**src/spi_cfg_pkg.sv**
```systemverilog
package spi_cfg_pkg;

  // --------------------
  // Bus timing
  // --------------------

  // System clock cycles per sclk half period.
  localparam int SCLK_HALF = 2;

  localparam int DIV_WIDTH = $clog2(SCLK_HALF) + 1; // Holds 0 to SCLK_HALF-1.

  // --------------------
  // Frame geometry
  // --------------------

  localparam int CMD_WIDTH  = 12;  // Opcode, address and write data.
  localparam int READ_WIDTH = 8;
  localparam int HDR_BITS   = 4;   // Opcode and address go out before a read turns around.

  // Counts rising sclk edges up to CMD_WIDTH.
  localparam int CNT_WIDTH  = 4;

endpackage

```
**src/spi_cmd_pkg.sv**
```systemverilog
package spi_cmd_pkg;

  // --------------------
  // Command format
  // --------------------

  // The opcode sits in the MSB, ahead of the 3-bit address and the data byte.
  localparam int OP_BIT = spi_cfg_pkg::CMD_WIDTH - 1;

  typedef logic [spi_cfg_pkg::CMD_WIDTH-1:0]  cmd_t;
  typedef logic [spi_cfg_pkg::READ_WIDTH-1:0] rdata_t;

  typedef enum logic {
    OP_READ  = 1'b0,
    OP_WRITE = 1'b1
  } spi_op_e;

  // --------------------
  // Controller states
  // --------------------

  typedef enum logic [2:0] {
    ST_IDLE,   // Ready for a command, chip select high.
    ST_SETUP,  // Chip select low, first bit settling on mosi.
    ST_SEND,   // Clocking command bits out.
    ST_RECV,   // Clocking read data in.
    ST_HOLD,   // Chip select held after the last falling edge.
    ST_GAP     // Chip select high before the next command.
  } ctrl_state_e;

endpackage

```
**src/spi_bit_timer.sv**
```systemverilog
`timescale 1ns/1ps

module spi_bit_timer (
  input  logic                              clk,
  input  logic                              rst_n,
  input  logic                              run,
  output logic                              sclk,
  output logic                              rise,
  output logic                              fall,
  output logic [spi_cfg_pkg::CNT_WIDTH-1:0] bit_cnt
);
  import spi_cfg_pkg::*;

  logic [DIV_WIDTH-1:0] div_cnt;
  logic                 half_done;

  // The edge pulses lead the sclk register by one cycle, so anything
  // clocked on them changes together with sclk.
  assign half_done = run && (div_cnt == DIV_WIDTH'(SCLK_HALF - 1));
  assign rise      = half_done && !sclk;
  assign fall      = half_done && sclk;

  always_ff @(posedge clk or negedge rst_n)
  begin
    if (!rst_n)
    begin
      div_cnt <= '0;
      sclk    <= 1'b0;
      bit_cnt <= '0;
    end
    else if (!run)
    begin
      div_cnt <= '0;
      sclk    <= 1'b0;  // Mode 0 idles low.
      bit_cnt <= '0;
    end
    else
    begin
      if (half_done)
      begin
        div_cnt <= '0;
        sclk    <= !sclk;
      end
      else
        div_cnt <= div_cnt + 1'b1;
      if (rise)
        bit_cnt <= bit_cnt + 1'b1;
    end
  end

endmodule

```
**src/spi_ctrl_fsm.sv**
```systemverilog
`timescale 1ns/1ps

module spi_ctrl_fsm (
  input  logic                              clk,
  input  logic                              rst_n,
  input  logic                              cmd_vld,
  input  spi_cmd_pkg::spi_op_e              op,
  input  logic [spi_cfg_pkg::CNT_WIDTH-1:0] bit_cnt,
  input  logic                              fall,
  output logic                              cmd_rdy,
  output logic                              cs_n,
  output logic                              run,
  output logic                              load,
  output logic                              sample_en,
  output logic                              read_vld
);
  import spi_cfg_pkg::*;
  import spi_cmd_pkg::*;

  ctrl_state_e          state;
  ctrl_state_e          state_nxt;
  spi_op_e              op_q;
  logic [DIV_WIDTH-1:0] phase;
  logic                 phase_done;
  logic                 timed_state;
  logic                 last_fall;
  logic                 hdr_fall;

  // SETUP, HOLD and GAP each last one sclk half period.
  assign timed_state = (state == ST_SETUP) || (state == ST_HOLD) || (state == ST_GAP);
  assign phase_done  = (phase == DIV_WIDTH'(SCLK_HALF - 1));

  // The falling edge after the last rising edge closes a phase.
  assign last_fall = fall && (bit_cnt == CNT_WIDTH'(CMD_WIDTH));
  assign hdr_fall  = fall && (bit_cnt == CNT_WIDTH'(HDR_BITS));

  // --------------------
  // Next state
  // --------------------

  always_comb
  begin
    state_nxt = state;
    case (state)
      ST_IDLE:
        if (cmd_vld)
          state_nxt = ST_SETUP;
      ST_SETUP:
        if (phase_done)
          state_nxt = ST_SEND;
      ST_SEND:
        if (op_q == OP_WRITE)
        begin
          if (last_fall)
            state_nxt = ST_HOLD;
        end
        else if (hdr_fall)
          state_nxt = ST_RECV;  // Header is out, the slave now drives miso.
      ST_RECV:
        if (last_fall)
          state_nxt = ST_HOLD;
      ST_HOLD:
        if (phase_done)
          state_nxt = ST_GAP;
      ST_GAP:
        if (phase_done)
          state_nxt = ST_IDLE;
      default:
        state_nxt = ST_IDLE;
    endcase
  end

  // --------------------
  // State registers
  // --------------------

  always_ff @(posedge clk or negedge rst_n)
  begin
    if (!rst_n)
    begin
      state    <= ST_IDLE;
      phase    <= '0;
      op_q     <= OP_READ;
      cs_n     <= 1'b1;
      read_vld <= 1'b0;
    end
    else
    begin
      state <= state_nxt;
      if (state_nxt != state)
        phase <= '0;
      else if (timed_state)
        phase <= phase + 1'b1;
      if (load)
        op_q <= op;
      // Registered so chip select follows the state without glitches.
      cs_n     <= (state_nxt == ST_IDLE) || (state_nxt == ST_GAP);
      read_vld <= (state == ST_HOLD) && (state_nxt == ST_GAP) && (op_q == OP_READ);
    end
  end

  assign cmd_rdy   = (state == ST_IDLE);
  assign load      = cmd_rdy && cmd_vld;  // Accepted command goes straight into the shifter.
  assign run       = (state == ST_SEND) || (state == ST_RECV);
  assign sample_en = (state == ST_RECV);

endmodule

```
**src/spi_master.sv**
```systemverilog
`timescale 1ns/1ps

module spi_master (
  input  logic                  clk,
  input  logic                  rst_n,
  input  spi_cmd_pkg::cmd_t     cmd_in,
  input  logic                  cmd_vld,
  output logic                  cmd_rdy,
  output logic                  sclk,
  output logic                  cs_n,
  output logic                  mosi,
  input  logic                  miso,
  output logic                  read_vld,
  output spi_cmd_pkg::rdata_t   read_data
);
  import spi_cfg_pkg::*;
  import spi_cmd_pkg::*;

  spi_op_e              op;
  logic [CNT_WIDTH-1:0] bit_cnt;
  logic                 run;
  logic                 rise;
  logic                 fall;
  logic                 load;
  logic                 sample_en;
  logic                 sample;

  assign op     = spi_op_e'(cmd_in[OP_BIT]);
  assign sample = rise && sample_en;  // Only rising edges of the receive phase carry data.

  // --------------------
  // Control and timing
  // --------------------

  spi_ctrl_fsm i_ctrl_fsm (
    .clk       (clk),
    .rst_n     (rst_n),
    .cmd_vld   (cmd_vld),
    .op        (op),
    .bit_cnt   (bit_cnt),
    .fall      (fall),
    .cmd_rdy   (cmd_rdy),
    .cs_n      (cs_n),
    .run       (run),
    .load      (load),
    .sample_en (sample_en),
    .read_vld  (read_vld)
  );

  spi_bit_timer i_bit_timer (
    .clk     (clk),
    .rst_n   (rst_n),
    .run     (run),
    .sclk    (sclk),
    .rise    (rise),
    .fall    (fall),
    .bit_cnt (bit_cnt)
  );

  // --------------------
  // Data path
  // --------------------

  spi_shift_out i_shift_out (
    .clk   (clk),
    .rst_n (rst_n),
    .load  (load),
    .cmd   (cmd_in),
    .shift (fall),
    .mosi  (mosi)
  );

  spi_shift_in i_shift_in (
    .clk    (clk),
    .rst_n  (rst_n),
    .sample (sample),
    .miso   (miso),
    .data   (read_data)
  );

endmodule

```
**src/spi_shift_in.sv**
```systemverilog
`timescale 1ns/1ps

module spi_shift_in (
  input  logic                  clk,
  input  logic                  rst_n,
  input  logic                  sample,
  input  logic                  miso,
  output spi_cmd_pkg::rdata_t   data
);

  // First bit received ends up in the MSB after a full byte.
  always_ff @(posedge clk or negedge rst_n)
  begin
    if (!rst_n)
      data <= '0;
    else if (sample)
      data <= {data[$left(data)-1:0], miso};
  end

endmodule

```
**src/spi_shift_out.sv**
```systemverilog
`timescale 1ns/1ps

module spi_shift_out (
  input  logic                clk,
  input  logic                rst_n,
  input  logic                load,
  input  spi_cmd_pkg::cmd_t   cmd,
  input  logic                shift,
  output logic                mosi
);
  import spi_cmd_pkg::*;

  cmd_t sreg;

  // --------------------
  // Command shifter
  // --------------------

  always_ff @(posedge clk or negedge rst_n)
  begin
    if (!rst_n)
      sreg <= '0;
    else if (load)
      sreg <= cmd;
    else if (shift)
      sreg <= sreg << 1;  // Zeros trail the command, so mosi rests low.
  end

  // MSB first, valid from the cycle after the load.
  assign mosi = sreg[$left(sreg)];

endmodule

```
**config.mk**
```make
export PLATFORM = sky130hd
export DESIGN_NAME = spi_master
export DESIGN_NICKNAME = d
export VERILOG_FILES = /design/src/spi_cfg_pkg.sv /design/src/spi_cmd_pkg.sv /design/src/spi_bit_timer.sv /design/src/spi_ctrl_fsm.sv /design/src/spi_master.sv /design/src/spi_shift_in.sv /design/src/spi_shift_out.sv
export SDC_FILE = /design/constraint.sdc
export NUM_CORES = 1
export LEC_CHECK = 0
export ABC_AREA = 1
export ABC_CLOCK_PERIOD_IN_PS = 1700
export BUFFER_PORTS_ARGS = -buffer_cell sky130_fd_sc_hd__buf_4
export CAP_MARGIN = 20
export CORE_UTILIZATION = 30
export DETAILED_ROUTE_END_ITERATION = 6
export HOLD_SLACK_MARGIN = 0.06
export SYNTH_ARGS = -nofsm -noshare
export SYNTH_HDL_FRONTEND = slang
export SYNTH_SLANG_ARGS = --single-unit
```
**constraint.sdc**
```tcl
create_clock -name clk -period 1.7 [get_ports clk]
set_input_delay 0.17 -clock clk [delete_from_list [all_inputs] [get_ports clk]]
set_output_delay 0.17 -clock clk [all_outputs]
set_load 0.1 [all_outputs]
```
==> results of run 1 <==
-- worst min-delay path, stage by stage --
cell and delay (ps):
buf_4 80, nand2_1 40, o21ai_0 60
-- metrics by stage --
step,utilization,cell area (sq um)
6_report,0.3961,2074
5_1_grt,0.3961,2074
4_1_cts,0.3956,2072
3_5_place_dp,0.3739,1958
3_3_place_gp,0.3739,1958
2_1_floorplan,-,1672
-- area by class of cell --
type	count	area, sq um
repair buffers	31	235.2
multi-input cells	104	663.1
clock inverters	1	7.507
inverters	27	106.4
well taps	70	87.58
fillers	516	3163
clock buffers	7	96.34
flip-flops and latches	35	878.3
-- flip-flops by register name, summed over array words and instances (netlist names) --
name	flops
i_ctrl_fsm.read_vld	1
i_shift_out.sreg	12
i_bit_timer.sclk	1
i_ctrl_fsm.op_q	1
i_ctrl_fsm.cs_n	1
i_ctrl_fsm.state	3
i_ctrl_fsm.phase	2
i_bit_timer.div_cnt	2
i_shift_in.data	8
i_bit_timer.bit_cnt	4
-- kinds of logic (layout without fill, tap and decap cells) --
group	count (synthesis)	count (layout)	share of synthesized area
simple gates	66	66	0.1918
buf+inv	30	66	0.07940
flops	35	35	0.5251
xor+xnor	1	1	0.005244
compound gates	26	26	0.1041
mux	8	8	0.07191
fa+ha+maj	3	3	0.02247
-- worst max-delay path by stage --
stage                          end  cells past startpoint  slack (ps)
6_report       i_ctrl_fsm.phase[1]                      9         190
5_1_grt        i_ctrl_fsm.phase[1]                      9          70
4_1_cts        i_shift_out.sreg[9]                      6         150
3_5_place_dp   i_shift_out.sreg[9]                      6         150
3_3_place_gp   i_shift_out.sreg[4]                      6         150
2_1_floorplan  i_shift_out.sreg[1]                      8          40
-- cell usage in the layout (no fill, tap or decap), types with 2 or more instances in the layout --
master,Yosys,layout
nor2_1,18,18
a21oi_1,6,6
nand3_1,5,5
o221ai_1,9,9
nor2_4,2,2
clkbuf_8,1,7
dfrtp_1,34,33
ha_1,3,3
mux2_4,8,8
nor3_1,3,3
o21ai_0,7,7
nand2_2,2,3
buf_4,1,30
inv_2,4,4
nand2_1,30,29
nand3_2,2,2
inv_1,22,22
-- routing by layer --
layer / GRT usage / share of wire / up-vias
li1: - / - / 621
met1: 0.1471 / 0.48 / 560
met5: 0 / 0 / -
met4: 0.02885 / 0.0046 / 0
met2: 0.1964 / 0.47 / 25
met3: 0.03353 / 0.047 / 3
-- repair_timing --
| item | in CTS | in global routing |
|---|---|---|
| endpoints found under the hold margin | 34 | 0 |
| setup endpoints to repair | 0 | 2 |
| hold buffers | 1 | 0 |
| resized for setup | 0 | 1 |
-- power groups by stage --
stage / Clock [uW] / Sequential [uW] / Combinational, uW
2_1_floorplan: 0 / 860 / 1.87
3_5_place_dp: 0 / 851 / 56.9
6_report: 650 / 835 / 56.7
3_3_place_gp: 0 / 850 / 56.6
4_1_cts: 679 / 834 / 59.0
5_1_grt: 725 / 834 / 62.9
==> impl_metrics.ini, run 1 <==
[status]
status = finished clean

[setup_path]
rr_endpoint = i_ctrl_fsm.phase[1]
r2r_slack_ps = 190
cp_common_cell = nor2_1
cpLargestDelayFamily = simple AND/OR/NAND/NOR gates
critPathLaunch = i_ctrl_fsm.phase[0]
worstSetupStartpointType = flip-flop
required_ps = 1900
critical-path-slowest-cell = dfrtp_1
path_cells = ha_1 > nand3b_1 > nor2_1 > nor2_1 > nand2_1 > nor2_1 > nor2_1 > nand2_1 > nor2_1
critical_path_class = reg2reg
cp_max_fo = 4
r2r_start = i_ctrl_fsm.phase[0]
slowest_delay_ps = 390
critPathArrivalTime_ps = 1710
r2r.worst_path.cells = 9
critPathCaptureType = flip-flop
path_buf_inv = 0

[cts]
path_clk_slew_ps = 70
clockRootBuffer = clkbuf_8
post_cts_buffers = 0
clock_path_buffers = 2
cts_max_level = 2
clkSinkCount = 35
cts_buffers = 5
cts_tree = built
insertion_delay_ps = 280

[sta]
rsz0062_at_grt = no
finalHoldViolCount = 0
setup_viol = 0
final.period_utilization = 0.8864
finalWorstSetupSlack_ps = 193.1
holdWs_ps = 99.38
skew_ps = 8.382
drv_slew = 0
timing.fmax_mhz = 663.6
slew-limit-headroom = 0.7026
tightest_slew_ps = 446.0
fin_crit_ps = 1507
setup-tns-final_ps = 0

[route]
firstDrtPassIters = 4
drc = 0
vias = 1209
wirelength_mm = 3.067
ant_nets = 0
viasPerCell = 4.396
drt_iter0_markers = 63
wl_per_cell_microns = 11.15

[pwr]
p_sw_uw = 313.6
power_density_nw_per_um2 = 743.2
combPwrFrac = 0.037
power_leakage_uw = 0.001030
switching_share = 0.2034
clkPwrFrac = 0.422
pwr-share-seq = 0.542
totalPowerFinal_uw = 1542
intPower_uw = 1228
ir_drop_mv = 0.4870

[run]
timing.max_cap.violations = 0

[die]
start_util = 0.3189
boundaryPins = 29
fp.dieH_microns = 76.62
dieArea_sq_um = 5870
die_width_microns = 76.62
num_rows = 26
core_sq_um = 5238

[global_route]
overflow = 0
grt_pass1_wl_mm = 5.388
grt_usage = 0.1169
grt_pass1_vias = 1170
grt_max_degree = 36
antenna_found_initial = 0

[logic_synthesis]
synth.avg_cell_area_sq_um = 9.884
synth_commonest_cells = dfrtp_1, nand2_1, inv_1, nor2_1, o221ai_1
synth_top_cell_by_area = dfrtp_1
syn_area_sq_um = 1670
synth-seq-area-share = 0.5251
synth.most_common_cell = dfrtp_1
synth_flop_cell = dfrtp_1
yosysUniqueCellTypes = 29
syn_nets = 188
netlist_top_cells_area = dfrtp_1, mux2_4, nand2_1
ys_warn_count = 0
synth_edf_count = 0
synth_top_area_frac = 0.5094
synth-seq-cells = 35
async_reset_ff_frac = 1.000
syn-instance-count = 169

[placement]
dp_slack_ps = 154.4
dp_hpwl_mm = 2.307
routabilityCongestion = 0.8521
dp_cells = 266
portBuffers = 28

[final_layout]
diodes = 0
fin_nets = 223
layout-drive-gt1-share = 0.3024
finalNonFillerCells = 275
syn2layout_area_growth_pct = 24.19

[min_path]
worstHoldStart = cmd_in[0]
min_to = i_shift_out.sreg[0]
hold_path.class = in2reg
hold-path-cell-count = 3
Power figures use the tool's default switching activity.
==> inputs of run 2 (changes only) <==
--- a/config.mk
+++ b/config.mk
@@ -5,8 +5,7 @@
 export SDC_FILE = /design/constraint.sdc
 export NUM_CORES = 1
 export LEC_CHECK = 0
-export ABC_AREA = 1
-export ABC_CLOCK_PERIOD_IN_PS = 1700
+export ABC_CLOCK_PERIOD_IN_PS = 1450
 export BUFFER_PORTS_ARGS = -buffer_cell sky130_fd_sc_hd__buf_4
 export CAP_MARGIN = 20
 export CORE_UTILIZATION = 30
==> constraint.sdc (replaced) <==
create_clock -name clk -period 1.45 [get_ports clk]
set_input_delay 0.145 -clock clk [delete_from_list [all_inputs] [get_ports clk]]
set_output_delay 0.145 -clock clk [all_outputs]
set_load 0.1 [all_outputs]
==> run 2 against run 1 <==
The run now ends with setup timing left. Clock skew fell by 2.0 ps. Global-route usage rose by 1.3 points. Die area down 3.5%. Combinational power grew to 3.2 times the previous value. Clock power is 7.1% higher. Non-clock buffer count rose by 26. Largest power group unchanged.
==> impl_metrics.ini, run 2 <==
[sta]
rsz0062_at_grt = yes
fin_crit_ps = 1489
tightest_slew_ps = 445.2
skew_ps = 6.391
slew-limit-headroom = 0.7032
final.period_utilization = 1.027
timing.fmax_mhz = 671.6
drv_slew = 0
finalWorstSetupSlack_ps = -38.94
finalHoldViolCount = 0
setup_viol = 11

[global_route]
grt_max_degree = 36
overflow = 0
antenna_found_initial = 0
grt_pass1_vias = 1177
grt_pass1_wl_mm = 5.409
grt_usage = 0.1303

[logic_synthesis]
synth_top_area_frac = 0.5284
ys_warn_count = 0
syn_nets = 177
synth-seq-cells = 35
syn_area_sq_um = 1610
netlist_top_cells_area = dfrtp_1, nand2_1, mux2_2
synth_edf_count = 0
synth_commonest_cells = dfrtp_1, nand2_1, nor2_1, mux2_2, a31oi_1
synth_top_cell_by_area = dfrtp_1
synth_flop_cell = dfrtp_1
synth-seq-area-share = 0.5447
yosysUniqueCellTypes = 38
syn-instance-count = 158
synth.avg_cell_area_sq_um = 10.19
synth.most_common_cell = dfrtp_1
async_reset_ff_frac = 1.000

[placement]
dp_hpwl_mm = 2.281
portBuffers = 28
dp_slack_ps = -71.78
dp_cells = 266
routabilityCongestion = 0.7530

[final_layout]
layout-drive-gt1-share = 0.4346
largest_reg_flops = 12
final_cell_mix = buf_4, dfrtp_1, nand2_1
top_regs = i_shift_out.sreg (12), i_shift_in.data (8), i_bit_timer.bit_cnt (4)
diodes = 0
syn2layout_area_growth_pct = 44.83
fin_nets = 233
mostFrequentLayoutCell = buf_4
finalNonFillerCells = 284
regMostFlops = i_shift_out.sreg

[die]
num_rows = 26
dieArea_sq_um = 5665
start_util = 0.3133
fp.dieH_microns = 75.27
core_sq_um = 5140
die_width_microns = 75.27
boundaryPins = 29

[setup_path]
critPathArrivalTime_ps = 1660
r2r_slack_ps = -40
critPathCaptureType = flip-flop
critical_path_class = reg2reg
required_ps = 1620
cp_max_fo = 4
worstSetupStartpointType = flip-flop

[route]
ant_nets = 0
wl_per_cell_microns = 12.12
drt_iter0_markers = 25
viasPerCell = 4.644
firstDrtPassIters = 4
wirelength_mm = 3.441
vias = 1319
drc = 0

[status]
status = finished with violations
violations = setup timing

[cts]
path_clk_slew_ps = 70
insertion_delay_ps = 280
cts_tree = built
clockRootBuffer = clkbuf_8
clkSinkCount = 35
cts_buffers = 5
clock_path_buffers = 2
cts_max_level = 2

[pwr]
clkPwrFrac = 0.372
pwr-share-seq = 0.532
power_leakage_uw = 0.001064
ir_drop_mv = 0.5496
power_density_nw_per_um2 = 803.2
intPower_uw = 1420
switching_share = 0.2417
combPwrFrac = 0.096
p_sw_uw = 452.8

[min_path]
hold_path.class = in2reg

[run]
timing.max_cap.violations = 0
## run 2: area by class of cell
cell class                      count  area (sq um)
Fill cell                         527          2808
Sequential cell                    35         883.3
Multi-Input combinational cell    112         783.3
Timing Repair Buffer               57         479.2
Tap cell                           70         87.58
Clock buffer                        6         82.58
Inverter                            3         11.26
Clock inverter                      1         5.005
## run 2: repair_timing
action / CTS / global route
gates resized for setup: 10 / 12
buffers inserted: 4 / 5
hold endpoints to repair: 36 / 0
hold buffers: 3 / 0
setup endpoints to repair: 12 / 25
pin swaps: 4 / 7
## run 2: routing by layer
metal | part of all wire | track usage
met1 | 0.47 | 0.1746
met2 | 0.48 | 0.1962
met3 | 0.038 | 0.03882
met4 | 0.014 | 0.05556
met5 | 0 | 0
## run 2: kinds of logic after synthesis
| group | Yosys count | share of synthesized area |
|---|---|---|
| xor+xnor | 5 | 0.02720 |
| fa+ha+maj | 3 | 0.02331 |
| flops | 35 | 0.5447 |
| simple gates | 72 | 0.2145 |
| buf+inv | 11 | 0.03496 |
| compound gates | 22 | 0.08625 |
| mux | 10 | 0.06916 |
## run 2: path summary, 6_finish.rpt
kind	startpoint	end	cells after the start
setup reg to reg	i_ctrl_fsm.state[0]	i_ctrl_fsm.phase[1]	5
setup / recovery	i_ctrl_fsm.state[0]	i_ctrl_fsm.phase[1]	5
hold / removal	cmd_in[8]	i_shift_out.sreg[8]	3
min in group asynchronous	rst_n	i_ctrl_fsm.read_vld	2
hold reg to reg	i_bit_timer.div_cnt[0]	i_bit_timer.div_cnt[0]	1
max in group asynchronous	rst_n	i_bit_timer.sclk	2
## run 2: power groups by stage
stage	combinational [uW]	clock (uW)	sequential, uW
3_3_place_gp	175	0	1020
5_1_grt	191	754	998
2_1_floorplan	18.5	0	1100
3_5_place_dp	176	0	1020
4_1_cts	183	729	997
6_report	180	696	997
## run 2: per-stage QoR
stage	cell area (sq um)	total power (uW)	setup TNS [ps]	utilization	hold slack [ps]
floorplan	1699	1116	-8206	-	-150.6
global placement	2086	1191	-489.6	0.4058	129.7
detailed placement	2086	1192	-624.7	0.4058	132.5
CTS	2255	1909	-84.16	0.4387	82.69
global route	2332	1943	-1018	0.4537	91.91
finish	2332	1873	-250.1	0.4537	77.35
## run 2: critical path: stages, from the launching register on
cell and delay [ps]:
dfrtp_2 420, buf_6 130, nand4bb_1 160, or4_4 440, a21oi_4 160, nor3_2 60
